`config.mk`:
```
export PLATFORM = sky130hd
export DESIGN_NAME = timing_core_top
export DESIGN_NICKNAME = d
export VERILOG_FILES = /design/src/timing_core_pkg.sv /design/src/settings_decoder.sv /design/src/control_regs.sv /design/src/vita_timer.sv /design/src/status_readback.sv /design/src/timing_core_top.sv
export VERILOG_INCLUDE_DIRS = /design/src
export SDC_FILE = /design/constraint.sdc
export NUM_CORES = 1
export LEC_CHECK = 0
export BUFFER_PORTS_ARGS = -buffer_cell sky130_fd_sc_hd__buf_2
export CAP_MARGIN = 20
export CORE_AREA = 2 2 173 175
export DETAILED_ROUTE_END_ITERATION = 10
export DIE_AREA = 0 0 175 177
export GPL_TIMING_DRIVEN = 0
export PLACE_DENSITY = 0.58
export SKIP_CTS_REPAIR_TIMING = 1
export SLEW_MARGIN = 20
export SYNTH_ARGS = -nofsm -noshare
export SYNTH_HDL_FRONTEND = slang
export SYNTH_SLANG_ARGS = --single-unit
```
`constraint.sdc`:
```
create_clock -name dsp_clk -period 3.8 [get_ports dsp_clk]
set_input_delay 0.38 -clock dsp_clk [delete_from_list [all_inputs] [get_ports dsp_clk]]
set_output_delay 0.38 -clock dsp_clk [all_outputs]
set_load 0.005 [all_outputs]
```
`src/timing_core_macros.svh`:
```
/*
 Register map, reset values and readback slots of the timing core.
 Included by the modules that decode or build register words.
*/
`ifndef TIMING_CORE_MACROS_SVH
`define TIMING_CORE_MACROS_SVH

////////////////////
// Settings bus map

// Miscellaneous control block
`define SR_MISC          0
`define SR_CLK_OFS       0
`define SR_SER_OFS       1
`define SR_ADC_OFS       2
`define SR_LED_SW_OFS    3
`define SR_PHY_OFS       4
`define SR_LED_SRC_OFS   6

// Time block, high word first then low word
`define SR_TIME64        10
`define SR_TIME_HI_OFS   0
`define SR_TIME_LO_OFS   1

// LEDs 4..1 follow hardware status out of reset
`define LED_SRC_RESET    8'b0001_1110

////////////////////
// Readback

// Bump when the register interface changes
`define COMPAT_MAJOR     8
`define COMPAT_MINOR     0

`define RB_WORD_STATUS   8
`define RB_WORD_TIME_HI  10
`define RB_WORD_TIME_LO  11
`define RB_WORD_COMPAT   12
`define RB_WORD_PPS_HI   14
`define RB_WORD_PPS_LO   15

`endif

```
`src/timing_core_pkg.sv`:
```
/*
 Shared widths and packed structs of the timing core.
 Referenced by scoped names from every module of the design.
*/
package timing_core_pkg;

   ////////////////////
   // Widths

   typedef logic [7:0]  set_addr_t;
   typedef logic [31:0] set_data_t;
   typedef logic [63:0] vita_time_t;
   typedef logic [3:0]  rb_addr_t;
   typedef logic [7:0]  led_t;

   ////////////////////
   // Settings bus

   typedef struct packed {
      logic      stb;
      set_addr_t addr;
      set_data_t data;
   } set_bus_t;

   // One write select per target register
   typedef struct packed {
      logic clk;
      logic ser;
      logic adc;
      logic led_sw;
      logic phy;
      logic led_src;
      logic time_hi;
      logic time_lo;
   } set_sel_t;

   typedef struct packed {
      set_sel_t  sel;
      set_data_t data;
   } set_wr_t;

   ////////////////////
   // Control and status

   // Field order matches the low bits of the data word
   typedef struct packed {
      logic       clock_ready;
      logic [1:0] clk_en;
      logic [1:0] clk_sel;
   } clk_ctrl_t;

   typedef struct packed {
      logic enable;
      logic prbsen;
      logic loopen;
      logic rx_en;
   } serdes_ctrl_t;

   typedef struct packed {
      logic oe_a;
      logic on_a;
      logic oe_b;
      logic on_b;
   } adc_ctrl_t;

   typedef struct packed {
      logic run_rx;
      logic run_tx;
      logic clk_status;
      logic link_up;
   } hw_status_t;

endpackage

```
`src/settings_decoder.sv`:
```
/*
 First pipeline stage of the timing core. Registers each settings write
 and turns its address into a single write select for the second stage.
*/
`timescale 1ns/1ps
`include "timing_core_macros.svh"

module settings_decoder (
   input  logic                        dsp_clk,
   input  logic                        por_rst,
   input  timing_core_pkg::set_bus_t   set_bus_i,
   output timing_core_pkg::set_wr_t    wr_o
);

   // Absolute addresses of every target register
   localparam timing_core_pkg::set_addr_t ADDR_CLK =
      timing_core_pkg::set_addr_t'(`SR_MISC + `SR_CLK_OFS);
   localparam timing_core_pkg::set_addr_t ADDR_SER =
      timing_core_pkg::set_addr_t'(`SR_MISC + `SR_SER_OFS);
   localparam timing_core_pkg::set_addr_t ADDR_ADC =
      timing_core_pkg::set_addr_t'(`SR_MISC + `SR_ADC_OFS);
   localparam timing_core_pkg::set_addr_t ADDR_LED_SW =
      timing_core_pkg::set_addr_t'(`SR_MISC + `SR_LED_SW_OFS);
   localparam timing_core_pkg::set_addr_t ADDR_PHY =
      timing_core_pkg::set_addr_t'(`SR_MISC + `SR_PHY_OFS);
   localparam timing_core_pkg::set_addr_t ADDR_LED_SRC =
      timing_core_pkg::set_addr_t'(`SR_MISC + `SR_LED_SRC_OFS);
   localparam timing_core_pkg::set_addr_t ADDR_TIME_HI =
      timing_core_pkg::set_addr_t'(`SR_TIME64 + `SR_TIME_HI_OFS);
   localparam timing_core_pkg::set_addr_t ADDR_TIME_LO =
      timing_core_pkg::set_addr_t'(`SR_TIME64 + `SR_TIME_LO_OFS);

   timing_core_pkg::set_sel_t  sel_next;
   timing_core_pkg::set_sel_t  sel_q;
   timing_core_pkg::set_data_t data_q;

   // Address compare, unmapped addresses select nothing
   always_comb begin
      sel_next = '0;
      if (set_bus_i.stb) begin
         case (set_bus_i.addr)
            ADDR_CLK:     sel_next.clk     = 1'b1;
            ADDR_SER:     sel_next.ser     = 1'b1;
            ADDR_ADC:     sel_next.adc     = 1'b1;
            ADDR_LED_SW:  sel_next.led_sw  = 1'b1;
            ADDR_PHY:     sel_next.phy     = 1'b1;
            ADDR_LED_SRC: sel_next.led_src = 1'b1;
            ADDR_TIME_HI: sel_next.time_hi = 1'b1;
            ADDR_TIME_LO: sel_next.time_lo = 1'b1;
            default:      sel_next         = '0;
         endcase
      end
   end

   always_ff @(posedge dsp_clk) begin
      if (por_rst) begin
         sel_q <= '0;
      end else begin
         sel_q <= sel_next;
      end
   end

   // Data only moves on a strobe
   always_ff @(posedge dsp_clk) begin
      if (set_bus_i.stb) begin
         data_q <= set_bus_i.data;
      end
   end

   assign wr_o.sel  = sel_q;
   assign wr_o.data = data_q;

   // Second stage relies on a single target per write
   a_sel_onehot: assert property (@(posedge dsp_clk) disable iff (por_rst)
      $onehot0(wr_o.sel))
      else $error("settings_decoder: more than one write select");

endmodule

```
`src/control_regs.sv`:
```
/*
 Miscellaneous control registers loaded from decoded settings writes.
 Drives clock, SERDES, ADC and PHY controls and the LED source mux.
*/
`timescale 1ns/1ps
`include "timing_core_macros.svh"

module control_regs (
   input  logic                          dsp_clk,
   input  logic                          por_rst,
   input  timing_core_pkg::set_wr_t      wr_i,
   input  timing_core_pkg::hw_status_t   hw_i,
   output timing_core_pkg::clk_ctrl_t    clk_ctrl_o,
   output timing_core_pkg::serdes_ctrl_t serdes_ctrl_o,
   output timing_core_pkg::adc_ctrl_t    adc_ctrl_o,
   output logic                          phy_reset_n_o,
   output timing_core_pkg::led_t         leds_o
);

   localparam int CLK_W = $bits(timing_core_pkg::clk_ctrl_t);
   localparam int SER_W = $bits(timing_core_pkg::serdes_ctrl_t);
   localparam int ADC_W = $bits(timing_core_pkg::adc_ctrl_t);
   localparam int LED_W = $bits(timing_core_pkg::led_t);

   timing_core_pkg::clk_ctrl_t    clk_q;
   timing_core_pkg::serdes_ctrl_t ser_q;
   timing_core_pkg::adc_ctrl_t    adc_q;
   timing_core_pkg::led_t         led_sw_q;
   timing_core_pkg::led_t         led_src_q;
   timing_core_pkg::led_t         led_hw;
   logic                          phy_q;

   ////////////////////
   // Register file

   always_ff @(posedge dsp_clk) begin
      if (por_rst) begin
         clk_q     <= '0;
         ser_q     <= '0;
         adc_q     <= '0;
         led_sw_q  <= '0;
         phy_q     <= 1'b0;
         led_src_q <= `LED_SRC_RESET;
      end else begin
         if (wr_i.sel.clk) begin
            clk_q <= timing_core_pkg::clk_ctrl_t'(wr_i.data[CLK_W-1:0]);
         end
         if (wr_i.sel.ser) begin
            ser_q <= timing_core_pkg::serdes_ctrl_t'(wr_i.data[SER_W-1:0]);
         end
         if (wr_i.sel.adc) begin
            adc_q <= timing_core_pkg::adc_ctrl_t'(wr_i.data[ADC_W-1:0]);
         end
         if (wr_i.sel.led_sw) begin
            led_sw_q <= wr_i.data[LED_W-1:0];
         end
         if (wr_i.sel.phy) begin
            phy_q <= wr_i.data[0];
         end
         if (wr_i.sel.led_src) begin
            led_src_q <= wr_i.data[LED_W-1:0];
         end
      end
   end

   assign clk_ctrl_o    = clk_q;
   assign serdes_ctrl_o = ser_q;
   assign adc_ctrl_o    = adc_q;

   // PHY is held in reset while bit 0 is set
   assign phy_reset_n_o = ~phy_q;

   ////////////////////
   // LED mux

   // Source bit 1 picks hardware status, 0 picks software
   assign led_hw = {3'b000, hw_i.run_tx, hw_i.run_rx, hw_i.clk_status, hw_i.link_up, 1'b0};
   assign leds_o = (led_src_q & led_hw) | (~led_src_q & led_sw_q);

   a_led_src_reset: assert property (@(posedge dsp_clk)
      $fell(por_rst) |-> (led_src_q == `LED_SRC_RESET))
      else $error("control_regs: LED source not at reset value");

endmodule

```
`src/vita_timer.sv`:
```
/*
 64-bit time counter with a two-word load and PPS capture.
 Time advances by one per clock; each PPS rising edge latches it.
*/
`timescale 1ns/1ps

module vita_timer (
   input  logic                        dsp_clk,
   input  logic                        por_rst,
   input  timing_core_pkg::set_wr_t    wr_i,
   input  logic                        pps_i,
   output timing_core_pkg::vita_time_t vita_time_o,
   output timing_core_pkg::vita_time_t vita_time_pps_o,
   output logic                        pps_int_o
);

   timing_core_pkg::set_data_t  time_hi_q;
   timing_core_pkg::vita_time_t time_q;
   timing_core_pkg::vita_time_t time_next;
   timing_core_pkg::vita_time_t time_pps_q;
   logic                        pps_meta_q;
   logic                        pps_sync_q;
   logic                        pps_last_q;
   logic                        pps_rise;
   logic                        pps_int_q;

   ////////////////////
   // Time counter

   // High word waits here until the low word arrives
   always_ff @(posedge dsp_clk) begin
      if (por_rst) begin
         time_hi_q <= '0;
      end else if (wr_i.sel.time_hi) begin
         time_hi_q <= wr_i.data;
      end
   end

   always_comb begin
      if (wr_i.sel.time_lo) begin
         time_next = {time_hi_q, wr_i.data};
      end else begin
         time_next = time_q + 64'd1;
      end
   end

   always_ff @(posedge dsp_clk) begin
      if (por_rst) begin
         time_q <= '0;
      end else begin
         time_q <= time_next;
      end
   end

   ////////////////////
   // PPS

   // Two flops against metastability, a third for the edge
   always_ff @(posedge dsp_clk) begin
      if (por_rst) begin
         pps_meta_q <= 1'b0;
         pps_sync_q <= 1'b0;
         pps_last_q <= 1'b0;
      end else begin
         pps_meta_q <= pps_i;
         pps_sync_q <= pps_meta_q;
         pps_last_q <= pps_sync_q;
      end
   end

   assign pps_rise = pps_sync_q & ~pps_last_q;

   // Latch the value the counter takes at this edge,
   // so it matches the time shown while the pulse is high
   always_ff @(posedge dsp_clk) begin
      if (por_rst) begin
         pps_int_q  <= 1'b0;
         time_pps_q <= '0;
      end else begin
         pps_int_q <= pps_rise;
         if (pps_rise) begin
            time_pps_q <= time_next;
         end
      end
   end

   assign vita_time_o     = time_q;
   assign vita_time_pps_o = time_pps_q;
   assign pps_int_o       = pps_int_q;

   a_pps_single: assert property (@(posedge dsp_clk) disable iff (por_rst)
      pps_int_o |=> !pps_int_o)
      else $error("vita_timer: PPS pulse longer than one cycle");

endmodule

```
`src/status_readback.sv`:
```
/*
 Registered readback mux over 16 word slots.
 Returns status, time, PPS time and the compatibility number.
*/
`timescale 1ns/1ps
`include "timing_core_macros.svh"

module status_readback (
   input  logic                        dsp_clk,
   input  logic                        por_rst,
   input  timing_core_pkg::rb_addr_t   rb_addr_i,
   input  timing_core_pkg::hw_status_t hw_i,
   input  timing_core_pkg::vita_time_t vita_time_i,
   input  timing_core_pkg::vita_time_t vita_time_pps_i,
   output timing_core_pkg::set_data_t  rb_data_o
);

   localparam timing_core_pkg::rb_addr_t SLOT_STATUS  = 4'(`RB_WORD_STATUS);
   localparam timing_core_pkg::rb_addr_t SLOT_TIME_HI = 4'(`RB_WORD_TIME_HI);
   localparam timing_core_pkg::rb_addr_t SLOT_TIME_LO = 4'(`RB_WORD_TIME_LO);
   localparam timing_core_pkg::rb_addr_t SLOT_COMPAT  = 4'(`RB_WORD_COMPAT);
   localparam timing_core_pkg::rb_addr_t SLOT_PPS_HI  = 4'(`RB_WORD_PPS_HI);
   localparam timing_core_pkg::rb_addr_t SLOT_PPS_LO  = 4'(`RB_WORD_PPS_LO);

   // Major in the upper half, minor in the lower half
   localparam timing_core_pkg::set_data_t COMPAT_WORD = {16'(`COMPAT_MAJOR), 16'(`COMPAT_MINOR)};

   localparam int PAD_W = $bits(timing_core_pkg::set_data_t) - $bits(timing_core_pkg::hw_status_t);

   timing_core_pkg::set_data_t rb_next;
   timing_core_pkg::set_data_t rb_q;

   always_comb begin
      case (rb_addr_i)
         SLOT_STATUS:  rb_next = {{PAD_W{1'b0}}, hw_i};
         SLOT_TIME_HI: rb_next = vita_time_i[63:32];
         SLOT_TIME_LO: rb_next = vita_time_i[31:0];
         SLOT_COMPAT:  rb_next = COMPAT_WORD;
         SLOT_PPS_HI:  rb_next = vita_time_pps_i[63:32];
         SLOT_PPS_LO:  rb_next = vita_time_pps_i[31:0];
         default:      rb_next = '0;
      endcase
   end

   always_ff @(posedge dsp_clk) begin
      if (por_rst) begin
         rb_q <= '0;
      end else begin
         rb_q <= rb_next;
      end
   end

   assign rb_data_o = rb_q;

endmodule

```
`src/timing_core_top.sv`:
```
/*
 Top level of the sample-clock timing core. Settings writes pass the
 decoder stage, then reach the control registers and the time counter.
*/
`timescale 1ns/1ps

module timing_core_top (
   input  logic                          dsp_clk,
   input  logic                          por_rst,
   input  timing_core_pkg::set_bus_t     set_bus_i,
   input  timing_core_pkg::hw_status_t   hw_i,
   input  logic                          pps_i,
   input  timing_core_pkg::rb_addr_t     rb_addr_i,
   output timing_core_pkg::clk_ctrl_t    clk_ctrl_o,
   output timing_core_pkg::serdes_ctrl_t serdes_ctrl_o,
   output timing_core_pkg::adc_ctrl_t    adc_ctrl_o,
   output logic                          phy_reset_n_o,
   output timing_core_pkg::led_t         leds_o,
   output timing_core_pkg::vita_time_t   vita_time_o,
   output logic                          pps_int_o,
   output timing_core_pkg::set_data_t    rb_data_o
);

   timing_core_pkg::set_wr_t    wr;
   timing_core_pkg::vita_time_t vita_time_pps;

   ////////////////////
   // Decode stage

   settings_decoder u_decoder (
      .dsp_clk   (dsp_clk),
      .por_rst   (por_rst),
      .set_bus_i (set_bus_i),
      .wr_o      (wr)
   );

   ////////////////////
   // Register, timer and readback stage

   control_regs u_control (
      .dsp_clk       (dsp_clk),
      .por_rst       (por_rst),
      .wr_i          (wr),
      .hw_i          (hw_i),
      .clk_ctrl_o    (clk_ctrl_o),
      .serdes_ctrl_o (serdes_ctrl_o),
      .adc_ctrl_o    (adc_ctrl_o),
      .phy_reset_n_o (phy_reset_n_o),
      .leds_o        (leds_o)
   );

   vita_timer u_timer (
      .dsp_clk         (dsp_clk),
      .por_rst         (por_rst),
      .wr_i            (wr),
      .pps_i           (pps_i),
      .vita_time_o     (vita_time_o),
      .vita_time_pps_o (vita_time_pps),
      .pps_int_o       (pps_int_o)
   );

   // Reads the same time that leaves the top
   status_readback u_readback (
      .dsp_clk         (dsp_clk),
      .por_rst         (por_rst),
      .rb_addr_i       (rb_addr_i),
      .hw_i            (hw_i),
      .vita_time_i     (vita_time_o),
      .vita_time_pps_i (vita_time_pps),
      .rb_data_o       (rb_data_o)
   );

endmodule

```
==> flow_summary.yaml <==
outcome:
  status: "complete, no violations"
layout:
  most-common-layout-cells: "dfxtp_1 (234), nor2_1 (176), buf_2 (171), nand2_1 (99), mux2i_1 (82)"
  final_common_cell: "dfxtp_1"
  drive_gt1_frac: 0.165
  fill_cells: 2888
  design_area_um2: 13700
  area_growth_syn_to_layout_pct: 22.3
  antenna_cells: 0
  nNetsFinal: 1483
clock_network:
  cts_buffers: 28
  cts_max_level: 1
  clk_latency_ps: 570
  cts_root_buffer: "clkbuf_16"
  numClockSinks: 266
  clk_pin_slew_worst_paths_ps: 70
  cts_tree: "yes"
  cts.path.max_buffers: 3
worst_setup_path:
  timing.rr.end: "u_timer.vita_time_pps_o[54]"
  cpLargestDelayFamily: "simple AND/OR/NAND/NOR gates"
  cp-start-kind: "register"
  critPathCapture: "u_timer.vita_time_pps_o[54]"
  cp_num_buf_inv: 0
  path_cells: "ha_1, nand4_2, or4_1, or4_4, nor3_1, mux2_1, o41ai_1"
  crit_arrival_ps: 4010
  startpoint: "u_timer.vita_time_o[1]"
  slowest_stage: "or4_1"
  crit_cells: 7
  reg2regPathDepth: 7
  r2r-start: "u_timer.vita_time_o[1]"
  worstSetupEndpointType: "register"
  crit_type: "reg -> reg"
  r2r_setup_slack_ps: 240
  cp_max_fo: 8
  cpPeakStageDelay_ps: 720
  crit_required_ps: 4250
logic_synthesis:
  synth_area_leaders: "dfxtp_1 (42%), edfxtp_1 (8.6%), mux2i_1 (7.3%)"
  syn_nets: 1263
  synth_top_area_frac: 0.418
  syn_inst: 1210
  synth_area_per_cell_um2: 9.26
  synthArstFlopShare: 0
  synth_ff_type: "dfxtp_1"
  synth_warnings: 0
  synth_seq_cells: 266
  syn-cell-area_um2: 11200
  yosysUniqueCellTypes: 62
  synth_edf_count: 32
  yosys.area.top_type: "dfxtp_1"
  seq_area_frac_synth: 0.504
sta:
  fin_crit_sh: 0.936
  relSlewSlack: 0.284
  fmax_mhz: 281
  min_period_ps: 3560
  holdWs_ps: 8.03
  tightest_slew_ps: 1070
  final_hold_viol_count: 0
  rsz0062_at_grt: "false"
  setup_slack_ps: 243
  setup_viol: 0
  slew_violations: 0
  skew_ps: 26.7
  tns_ps: 0
grt:
  grt_pass1_wl_um: 65800
  antenna_found_initial: 0
  overflow: 0
  grt_max_degree: 34
  grt_usage: 0.288
  grt_pass1_vias: 9895
detailed_routing:
  via_count: 10600
  drcViolationCount: 0
  routed_via_density: 5.77
  drt-wirelength-per-cell_um: 24.9
  drtAntennaViolNets: 0
  initialDrtViolationCount: 1146
  drt_pre_antenna_iters: 6
  drt_wl_total_um: 45900
die:
  die_y_um: 177
  start_util: 0.383
  ioPinCount: 171
  dieArea_um2: 31000
  coreArea_um2: 29200
  rows: 63
  fp.dieW_um: 175
flow_run:
  max-cap-violations: 0
placement:
  placedInstanceArea_um2: 12500
  portBuffers: 169
  place_congestion: 0.999
  dp_hpwl_um: 33400
  pre_cts_ws_ps: 346
pwr:
  power_density_nw_per_um2: 447
  ir_drop_uv: 349
  power.total_mw: 6.13
  p_leak_nw: 5.20
worst_hold_path:
  hold_class: "in -> reg"
## power breakdown
group	leakage, nW	switching [mW]	total, mW	internal, mW
clock	0.464	1.18	2.87	1.69
combinational	2.54	0.199	0.292	0.0930
sequential	2.20	0.0686	2.97	2.90
## how the worst min path moves through the flow
| stage | from | endpoint | slack [ps] | cells past startpoint |
|---|---|---|---|---|
| finish | set_bus_i[22] | u_decoder.data_q[22] | 8 | 1 |
| global route | set_bus_i[23] | u_decoder.data_q[23] | 4 | 1 |
| CTS | set_bus_i[11] | u_decoder.data_q[11] | -20 | 1 |
| detailed placement | u_timer.pps_meta_q | u_timer.pps_sync_q | 430 | 1 |
| global placement | u_timer.pps_meta_q | u_timer.pps_sync_q | 430 | 1 |
| floorplan | u_timer.pps_meta_q | u_timer.pps_sync_q | 410 | 1 |
## synthesized netlist by cell type, drive strengths merged (18+ instances only)
library cell  number
xnor2             20
clkbuf            64
nand3             54
nor4              22
nor3              35
dfxtp            234
buf               19
a211oi            18
mux2i             82
xor2              21
o21ai             39
a21oi             64
nor2             176
edfxtp            32
nand2             99
a22oi             58
nand4             22
## cells by family after synthesis
kind of cell | share of synthesized area
AOI/OAI and AO/OA | 0.140
xor gates and xnor gates | 0.0320
adders and majority gates | 0.00112
buffers and inverters | 0.0331
DFF | 0.504
muxes | 0.0783
and+or+nand+nor | 0.211
## metal layers
| metal | global-route usage | up-vias | part of all wire | wire (µm) |
|---|---|---|---|---|
| li1 | - | 4804 | - | - |
| met1 | 0.404 | 5116 | 0.43 | 19900 |
| met2 | 0.450 | 597 | 0.44 | 20200 |
| met3 | 0.0451 | 113 | 0.093 | 4250 |
| met4 | 0.106 | 0 | 0.035 | 1590 |
| met5 | 0 | - | 0 | 0 |
## layout make-up
cell class / count / area (µm²) / area share
multi-input cells: 849 / 5190 / 0.379
clock buffers: 37 / 764 / 0.0558
well taps: 390 / 488 / 0.0356
inverters: 12 / 45.0 / 0.00329
plain buffers: 83 / 325 / 0.0237
clock inverters: 15 / 189 / 0.0138
repair buffers: 190 / 1060 / 0.0770
flip-flops and latches: 266 / 5650 / 0.412
## sequential cells by signal, indices dropped and copies added (netlist names)
name / cells
u_control.adc_ctrl_o: 4
u_control.clk_ctrl_o: 5
u_control.led_src_q: 8
u_control.led_sw_q: 8
u_control.phy_q: 1
u_control.serdes_ctrl_o: 4
u_decoder.data_q: 32
u_decoder.wr_o: 8
u_readback.rb_data_o: 32
u_timer.pps_int_o: 1
u_timer.pps_last_q: 1
u_timer.pps_meta_q: 1
u_timer.pps_sync_q: 1
u_timer.time_hi_q: 32
u_timer.vita_time_o: 64
u_timer.vita_time_pps_o: 64
## metrics by stage
stage / util / std cells
2_1_floorplan: - / 1210
4_1_cts: 0.461 / 1821
3_3_place_gp: 0.429 / 1769
5_1_grt: 0.469 / 1842
3_5_place_dp: 0.429 / 1769
6_report: 0.469 / 1842
Note: power is estimated with default switching activity, not from simulation.
